<file path="config.mk">
export PLATFORM = sky130hd
export DESIGN_NAME = hps_io_lite
export DESIGN_NICKNAME = d
export VERILOG_FILES = /design/src/hps_pkg.sv /design/src/hps_io_lite.sv /design/src/ps2_kbd_tx.sv /design/src/ps2_clk_div.sv /design/src/word_gather.sv /design/src/hps_frame_fsm.sv
export VERILOG_INCLUDE_DIRS = /design/src /design/src/src
export SDC_FILE = /design/constraint.sdc
export NUM_CORES = 1
export LEC_CHECK = 0
export CORE_UTILIZATION = 65
export CTS_CLUSTER_SIZE = 28
export DETAILED_ROUTE_END_ITERATION = 16
export DONT_BUFFER_PORTS = 1
export MAX_ROUTING_LAYER = met4
export PLACE_DENSITY = 0.81
export SLEW_MARGIN = 0
export SYNTH_ARGS = -nofsm -noshare
export SYNTH_HDL_FRONTEND = slang
export SYNTH_HIERARCHICAL = 1
export SYNTH_SLANG_ARGS = --single-unit
</file>
<file path="constraint.sdc">
create_clock -name clk_sys -period 7.6 [get_ports clk_sys]
set_clock_uncertainty 0.05 [all_clocks]
set_input_delay 0.38 -clock clk_sys [delete_from_list [all_inputs] [get_ports clk_sys]]
set_output_delay 0.38 -clock clk_sys [all_outputs]
set_load 0.01 [all_outputs]
</file>
<file path="src/hps_consts.svh">
`ifndef HPS_CONSTS_SVH
`define HPS_CONSTS_SVH

// host command codes kept by the bridge
`define CMD_CFG        16'h0001
`define CMD_JOY0       16'h0002
`define CMD_JOY1       16'h0003
`define CMD_KBD        16'h0005
`define CMD_STATUS     16'h001E

// host bus word width
`define WORD_W         16

// keyboard FIFO depth is 2**KBD_FIFO_BITS bytes
`define KBD_FIFO_BITS  5

// idle PS/2 bit clocks counted before a byte starts
`define PS2_TX_HOLDOFF 4

// high byte of a keyboard data word that ends the frame early
`define PS2_SKIP_MARK  8'hFF

`endif
</file>
<file path="src/hps_pkg.sv">
`default_nettype none

`include "hps_consts.svh"

package hps_pkg;

	// one word on the host command bus
	typedef logic [`WORD_W-1:0] word_t;

	// command codes; cmd_none is the value held between frames
	typedef enum logic [`WORD_W-1:0] {
		cmd_none   = 16'h0000,
		cmd_cfg    = `CMD_CFG,
		cmd_joy0   = `CMD_JOY0,
		cmd_joy1   = `CMD_JOY1,
		cmd_kbd    = `CMD_KBD,
		cmd_status = `CMD_STATUS
	} cmd_t;

	// payloads assembled from host words
	typedef logic [15:0] cfg_t;
	typedef logic [31:0] joy_t;
	typedef logic [63:0] status_t;

	typedef logic [7:0] kbd_byte_t;

	// data word position in a frame, first data word is 1
	typedef logic [3:0] word_idx_t;

endpackage

`default_nettype wire

</file>
<file path="src/hps_io_lite.sv">
`timescale 1ns/1ps
`default_nettype none

module hps_io_lite #(
	parameter int PS2_DIV = 4
) (
	input  wire              clk_sys,
	input  wire              reset,
	input  wire              io_enable,
	input  wire              io_strobe,
	input  hps_pkg::word_t   io_din,
	output logic [1:0]       buttons,
	output logic             forced_scandoubler,
	output hps_pkg::joy_t    joystick_0,
	output hps_pkg::joy_t    joystick_1,
	output hps_pkg::status_t status,
	output logic             ps2_kbd_clk_out,
	output logic             ps2_kbd_data_out
);

	hps_pkg::cmd_t      cmd;
	hps_pkg::word_idx_t word_idx;
	logic               data_stb;
	logic               kbd_push;
	hps_pkg::kbd_byte_t kbd_byte;
	hps_pkg::cfg_t      cfg;
	logic               bit_rise;
	logic               bit_fall;

	// one compare per gathered register
	logic sel_cfg;
	logic sel_joy0;
	logic sel_joy1;
	logic sel_status;

	assign sel_cfg    = (cmd == hps_pkg::cmd_cfg);
	assign sel_joy0   = (cmd == hps_pkg::cmd_joy0);
	assign sel_joy1   = (cmd == hps_pkg::cmd_joy1);
	assign sel_status = (cmd == hps_pkg::cmd_status);

	// config bits seen by the core
	assign buttons            = cfg[1:0];
	assign forced_scandoubler = cfg[4];

	////////////////////////////////////////////////////////////
	// host command framing
	////////////////////////////////////////////////////////////

	hps_frame_fsm u_frame_fsm (
		.clk_sys   (clk_sys),
		.reset     (reset),
		.io_enable (io_enable),
		.io_strobe (io_strobe),
		.io_din    (io_din),
		.cmd       (cmd),
		.word_idx  (word_idx),
		.data_stb  (data_stb),
		.kbd_push  (kbd_push),
		.kbd_byte  (kbd_byte)
	);

	word_gather #(.payload_t(hps_pkg::cfg_t)) u_cfg_gather (
		.clk_sys  (clk_sys),
		.reset    (reset),
		.sel      (sel_cfg),
		.data_stb (data_stb),
		.word_idx (word_idx),
		.io_din   (io_din),
		.payload  (cfg)
	);

	word_gather #(.payload_t(hps_pkg::joy_t)) u_joy0_gather (
		.clk_sys  (clk_sys),
		.reset    (reset),
		.sel      (sel_joy0),
		.data_stb (data_stb),
		.word_idx (word_idx),
		.io_din   (io_din),
		.payload  (joystick_0)
	);

	word_gather #(.payload_t(hps_pkg::joy_t)) u_joy1_gather (
		.clk_sys  (clk_sys),
		.reset    (reset),
		.sel      (sel_joy1),
		.data_stb (data_stb),
		.word_idx (word_idx),
		.io_din   (io_din),
		.payload  (joystick_1)
	);

	word_gather #(.payload_t(hps_pkg::status_t)) u_status_gather (
		.clk_sys  (clk_sys),
		.reset    (reset),
		.sel      (sel_status),
		.data_stb (data_stb),
		.word_idx (word_idx),
		.io_din   (io_din),
		.payload  (status)
	);

	////////////////////////////////////////////////////////////
	// PS/2 keyboard output
	////////////////////////////////////////////////////////////

	ps2_clk_div #(.PS2_DIV(PS2_DIV)) u_ps2_clk_div (
		.clk_sys  (clk_sys),
		.reset    (reset),
		.bit_rise (bit_rise),
		.bit_fall (bit_fall)
	);

	ps2_kbd_tx u_ps2_kbd_tx (
		.clk_sys          (clk_sys),
		.reset            (reset),
		.bit_rise         (bit_rise),
		.bit_fall         (bit_fall),
		.kbd_push         (kbd_push),
		.kbd_byte         (kbd_byte),
		.ps2_kbd_clk_out  (ps2_kbd_clk_out),
		.ps2_kbd_data_out (ps2_kbd_data_out)
	);

endmodule

`default_nettype wire

</file>
<file path="src/ps2_kbd_tx.sv">
`timescale 1ns/1ps
`default_nettype none

`include "hps_consts.svh"

module ps2_kbd_tx (
	input  wire                clk_sys,
	input  wire                reset,
	input  wire                bit_rise,
	input  wire                bit_fall,
	input  wire                kbd_push,
	input  hps_pkg::kbd_byte_t kbd_byte,
	output logic               ps2_kbd_clk_out,
	output logic               ps2_kbd_data_out
);

	localparam int FIFO_BITS  = `KBD_FIFO_BITS;
	localparam int FIFO_DEPTH = 1 << FIFO_BITS;
	localparam int HOLD_W     = $clog2(`PS2_TX_HOLDOFF + 1);

	////////////////////////////////////////////////////////////
	// byte FIFO
	////////////////////////////////////////////////////////////

	hps_pkg::kbd_byte_t fifo_mem [FIFO_DEPTH];

	// one extra pointer bit tells full from empty
	logic [FIFO_BITS:0] wptr;
	logic [FIFO_BITS:0] rptr;
	logic               fifo_empty;
	logic               fifo_full;
	logic               fifo_wr;
	logic               fifo_rd;

	assign fifo_empty = (wptr == rptr);
	assign fifo_full  = (wptr[FIFO_BITS] != rptr[FIFO_BITS]) &&
		(wptr[FIFO_BITS-1:0] == rptr[FIFO_BITS-1:0]);

	// bytes pushed into a full FIFO are lost
	assign fifo_wr = kbd_push && !fifo_full;

	always_ff @(posedge clk_sys) begin
		if (fifo_wr) begin
			fifo_mem[wptr[FIFO_BITS-1:0]] <= kbd_byte;
		end
	end

	always_ff @(posedge clk_sys) begin
		if (reset) begin
			wptr <= '0;
		end else if (fifo_wr) begin
			wptr <= wptr + 1'b1;
		end
	end

	////////////////////////////////////////////////////////////
	// serial transmitter
	////////////////////////////////////////////////////////////

	// 0 idle, 1..8 data bits, 9 parity, 10 stop, 11 last clock low
	logic [3:0]         tx_state;
	logic [HOLD_W-1:0]  holdoff;
	hps_pkg::kbd_byte_t tx_byte;
	logic               parity;
	logic               tx_busy;

	assign tx_busy = (tx_state != 4'd0);

	// pop once the holdoff count has run out on a rising edge
	assign fifo_rd = bit_rise && !tx_busy && !fifo_empty &&
		(holdoff == HOLD_W'(`PS2_TX_HOLDOFF));

	always_ff @(posedge clk_sys) begin
		if (reset) begin
			rptr <= '0;
		end else if (fifo_rd) begin
			rptr <= rptr + 1'b1;
		end
	end

	always_ff @(posedge clk_sys) begin
		if (reset) begin
			tx_state         <= 4'd0;
			holdoff          <= '0;
			ps2_kbd_data_out <= 1'b1;
		end else if (bit_rise) begin
			if (!tx_busy) begin
				if (fifo_rd) begin
					tx_byte          <= fifo_mem[rptr[FIFO_BITS-1:0]];
					holdoff          <= '0;
					parity           <= 1'b1;
					tx_state         <= 4'd1;
					// start bit
					ps2_kbd_data_out <= 1'b0;
				end else if (!fifo_empty) begin
					holdoff <= holdoff + HOLD_W'(1);
				end
			end else begin
				if (tx_state <= 4'd8) begin
					// data bits LSB first
					ps2_kbd_data_out <= tx_byte[0];
					tx_byte          <= {1'b0, tx_byte[7:1]};
					parity           <= parity ^ tx_byte[0];
				end else if (tx_state == 4'd9) begin
					ps2_kbd_data_out <= parity;
				end else if (tx_state == 4'd10) begin
					ps2_kbd_data_out <= 1'b1;
				end
				tx_state <= (tx_state == 4'd11) ? 4'd0 : tx_state + 4'd1;
			end
		end
	end

	// clock pulses low only while a byte is on the line
	always_ff @(posedge clk_sys) begin
		if (reset) begin
			ps2_kbd_clk_out <= 1'b1;
		end else if (bit_rise) begin
			ps2_kbd_clk_out <= 1'b1;
		end else if (bit_fall) begin
			ps2_kbd_clk_out <= !tx_busy;
		end
	end

endmodule

`default_nettype wire

</file>
<file path="src/ps2_clk_div.sv">
`timescale 1ns/1ps
`default_nettype none

module ps2_clk_div #(
	parameter int PS2_DIV = 4
) (
	input  wire  clk_sys,
	input  wire  reset,
	output logic bit_rise,
	output logic bit_fall
);

	localparam int CNT_W = (PS2_DIV > 1) ? $clog2(PS2_DIV) : 1;

	logic [CNT_W-1:0] cnt;
	logic             clk_ps2;

	// toggle every PS2_DIV cycles, so one PS/2 period is 2*PS2_DIV
	always_ff @(posedge clk_sys) begin
		if (reset) begin
			cnt      <= '0;
			clk_ps2  <= 1'b0;
			bit_rise <= 1'b0;
			bit_fall <= 1'b0;
		end else begin
			bit_rise <= 1'b0;
			bit_fall <= 1'b0;
			if (cnt == CNT_W'(PS2_DIV - 1)) begin
				cnt      <= '0;
				clk_ps2  <= ~clk_ps2;
				// one pulse per edge of the divided clock
				bit_rise <= ~clk_ps2;
				bit_fall <= clk_ps2;
			end else begin
				cnt <= cnt + CNT_W'(1);
			end
		end
	end

endmodule

`default_nettype wire

</file>
<file path="src/word_gather.sv">
`timescale 1ns/1ps
`default_nettype none

`include "hps_consts.svh"

module word_gather #(
	parameter type payload_t = hps_pkg::cfg_t
) (
	input  wire                clk_sys,
	input  wire                reset,
	input  wire                sel,
	input  wire                data_stb,
	input  hps_pkg::word_idx_t word_idx,
	input  hps_pkg::word_t     io_din,
	output payload_t           payload
);

	localparam int PAYLOAD_W = $bits(payload_t);

	// number of host words that fill the payload
	localparam int N_WORDS = PAYLOAD_W / `WORD_W;

	logic load;

	assign load = sel && data_stb;

	always_ff @(posedge clk_sys) begin
		if (reset) begin
			payload <= '0;
		end else if (load) begin
			// word n goes into slice n-1, lowest half first
			for (int i = 0; i < N_WORDS; i++) begin
				if (word_idx == hps_pkg::word_idx_t'(i + 1)) begin
					payload[i*`WORD_W +: `WORD_W] <= io_din;
				end
			end
		end
	end

endmodule

`default_nettype wire

</file>
<file path="src/hps_frame_fsm.sv">
`timescale 1ns/1ps
`default_nettype none

`include "hps_consts.svh"

module hps_frame_fsm (
	input  wire               clk_sys,
	input  wire               reset,
	input  wire               io_enable,
	input  wire               io_strobe,
	input  hps_pkg::word_t    io_din,
	output hps_pkg::cmd_t     cmd,
	output hps_pkg::word_idx_t word_idx,
	output logic              data_stb,
	output logic              kbd_push,
	output hps_pkg::kbd_byte_t kbd_byte
);

	typedef enum logic [1:0] {
		st_idle,
		st_cmd,
		st_data
	} state_t;

	state_t state;
	logic   skip;
	logic   word_strobe;
	logic   skip_word;

	////////////////////////////////////////////////////////////
	// strobe decode
	////////////////////////////////////////////////////////////

	assign word_strobe = io_enable && io_strobe;

	// data words go straight out so the gathered value lands one cycle later
	assign data_stb = word_strobe && (state == st_data);

	// skip mark in the high byte of a keyboard word
	assign skip_word = (io_din[15:8] == `PS2_SKIP_MARK);

	assign kbd_push = data_stb && (cmd == hps_pkg::cmd_kbd) && !skip && !skip_word;
	assign kbd_byte = io_din[7:0];

	////////////////////////////////////////////////////////////
	// frame state
	////////////////////////////////////////////////////////////

	always_ff @(posedge clk_sys) begin
		if (reset) begin
			state    <= st_idle;
			cmd      <= hps_pkg::cmd_none;
			word_idx <= '0;
			skip     <= 1'b0;
		end else if (!io_enable) begin
			// frame over, wait for the next one
			state    <= st_idle;
			cmd      <= hps_pkg::cmd_none;
			word_idx <= '0;
			skip     <= 1'b0;
		end else begin
			case (state)
				st_idle, st_cmd: begin
					if (io_strobe) begin
						// first word of the frame is the command
						cmd      <= hps_pkg::cmd_t'(io_din);
						word_idx <= hps_pkg::word_idx_t'(1);
						state    <= st_data;
					end else begin
						state <= st_cmd;
					end
				end
				st_data: begin
					if (io_strobe) begin
						// saturate so long frames never wrap onto a low slice
						if (word_idx != '1) begin
							word_idx <= word_idx + hps_pkg::word_idx_t'(1);
						end
						if ((cmd == hps_pkg::cmd_kbd) && skip_word) begin
							skip <= 1'b1;
						end
					end
				end
				default: begin
					state <= st_idle;
				end
			endcase
		end
	end

endmodule

`default_nettype wire

</file>
==> impl_metrics.json <==
{
  "outcome": "complete, no violations",
  "vias": 11200,
  "crit_path_end_kind": "flop",
  "yosysWarningCount": 6,
  "grt_max_degree": 105,
  "htreeDepth": 2,
  "die_area_um2": 29500,
  "drc": 0,
  "arrival_ns": 3.56,
  "critPathRequiredTime_ns": 7.71,
  "overflow": 0,
  "r2r_start": "u_frame_fsm/cmd[6]",
  "dp_hpwl_um": 25100,
  "hold_viol": 0,
  "power-per-cell-area_nw_per_um2": 235,
  "syn_to_final_growth_pct": 9.15,
  "io_pins": 153,
  "p_comb_frac": 0.023,
  "tightestPinTransition_ns": 1.12,
  "cts_tree": "yes",
  "p_leak_nw": 6.99,
  "final_common_cell": "edfxtp_1",
  "via_per_inst": 6.29,
  "firstDrtPassIters": 5,
  "reg2reg_to": "u_ps2_kbd_tx/fifo_mem[2][3]",
  "gr-usage-all-layers": 0.295,
  "cts_setup_buffers": 0,
  "io_buffers": 0,
  "p_switching_mw": 0.955,
  "antenna_found_initial": 2,
  "final_cells": 1772,
  "critPathMaxStageDelay_ns": 0.77,
  "p_seq_frac": 0.539,
  "cp_max_fo": 8,
  "synth_area_um2": 18700,
  "worstHoldPathCells": 2,
  "coreArea_um2": 28100,
  "reg2reg_slack_ns": 4.15,
  "fin_area_um2": 20400,
  "clockBufferDepth": 3,
  "drv_cap": 0,
  "dr.first_iter.drc_count": 971,
  "p_int_mw": 3.85,
  "drive_above_1_share": 0.103,
  "place.gp.congestion": 0.915,
  "final_net_count": 1391,
  "most-common-layout-cells": "265 x edfxtp_1, 248 x mux2i_1, 184 x dfxtp_1",
  "rows": 61,
  "worstRegToRegCells": 6,
  "finalSetupViolCount": 0,
  "fmax_ghz": 0.290,
  "numCtsBuffers": 42,
  "max_slew_margin": 0.252,
  "root_buffer": "clkbuf_16",
  "grt_pass1_vias": 11100,
  "min_path_type": "in2reg",
  "fin_crit_ns": 3.45,
  "die_x_um": 172,
  "period_share": 0.454,
  "switching_share": 0.199,
  "clk_pin_slew_ns": 0.06,
  "maxSlewViolCount": 0,
  "min_from": "io_din[15]",
  "cts.sinks": 450,
  "dp.cells": 1672,
  "totalWireLength_um": 41700,
  "path_cells": "nor4_1 > nand4_1 > nor4_1 > o21a_1 > nand2_1 > nor2_1",
  "ant_nets": 0,
  "vdd_drop_max_mv": 0.210,
  "die_height_um": 172,
  "crit_slowest_cell": "nor4_1",
  "grt_pass1_wl_um": 63000,
  "syn_area_per_cell_um2": 13.6,
  "start_util": 0.667,
  "setup_tns_ns": 0,
  "p_clk_frac": 0.438,
  "worstSetupStartpointType": "flop",
  "wl_per_cell_um": 23.5,
  "grt_setup_unrepaired": "false",
  "insertion_delay_ns": 0.56,
  "syn_inst": 1372,
  "worstSetupPathType": "reg2reg",
  "min_to": "u_joy0_gather/payload[31]",
  "path_common_cell": "nor4_1",
  "place_area_um2": 18700,
  "synthesis.nets": 1405
}
-- registers in the layout, summed over array words and instances, names as in the netlist, 2 cells and up, named ones only --
signal,flops
u_ps2_kbd_tx/rptr,6
u_frame_fsm/state,2
u_ps2_kbd_tx/fifo_mem,256
u_ps2_kbd_tx/tx_state,4
u_ps2_kbd_tx/tx_byte,8
u_frame_fsm/word_idx,4
u_ps2_kbd_tx/holdoff,3
u_ps2_clk_div/cnt,2
u_cfg_gather/payload,3
u_ps2_kbd_tx/wptr,6
u_joy0_gather/payload,32
u_status_gather/payload,64
u_joy1_gather/payload,32
u_frame_fsm/cmd,16
-- stage by stage --
step                worst slack (ns)   util  hold WS (ns)  power, mW
floorplan                       5.01      -         0.346       2.71
global placement                4.33  0.667         0.356       2.70
detailed placement              4.23  0.667         0.389       2.70
CTS                             4.17  0.727       0.00104       4.82
global route                    3.77  0.728       0.00484       4.92
finish                          4.15  0.728       0.00750       4.80
-- cell type report --
class,instances,area (um^2)
Antenna cell,2,5.00
Clock buffer,54,1130
Clock inverter,24,267
Fill cell,1838,7650
Inverter,13,48.8
Multi-Input combinational cell,824,6500
Sequential cell,450,11700
Tap cell,378,473
Timing Repair Buffer,27,350
-- critical path: cells and delay by family, from the launching register on --
kind | cells | cell delay [ns]
and+or+nand+nor | 5 | 2.29
AOI/OAI and AO/OA | 1 | 0.35
DFF | 1 | 0.35
-- metal layers --
metal	GRT usage	part of all wire
met1	0.365	0.40
met4	0.125	0.041
met3	0.0704	0.087
met2	0.466	0.47
met5	-	0
-- repair_timing --
action                                 4_1_cts  5_1_grt
setup endpoints to repair                    0        0
endpoints found under the hold margin      368        1
hold buffers                                19        1
resized for setup                            0        0
-- power by group through the flow --
stage	Clock [mW]	Combinational (mW)	Sequential, mW
3_3_place_gp	0	0.0561	2.64
5_1_grt	2.22	0.118	2.59
4_1_cts	2.13	0.110	2.59
6_report	2.10	0.112	2.59
2_1_floorplan	0	0.0722	2.64
3_5_place_dp	0	0.0568	2.64
-- worst max-delay path by stage --
stage,end,depth (start not counted),startpoint
finish,u_ps2_kbd_tx/fifo_mem[2][3],6,u_frame_fsm/cmd[6]
CTS,u_ps2_kbd_tx/fifo_mem[2][3],6,u_frame_fsm/cmd[6]
detailed placement,u_ps2_kbd_tx/fifo_mem[2][3],6,u_frame_fsm/cmd[6]
global route,u_ps2_kbd_tx/fifo_mem[28][6],6,u_frame_fsm/cmd[0]
floorplan,u_ps2_kbd_tx/fifo_mem[28][0],7,io_strobe
global placement,u_ps2_kbd_tx/fifo_mem[21][1],6,u_frame_fsm/cmd[6]
Power figures use the tool's default switching activity.
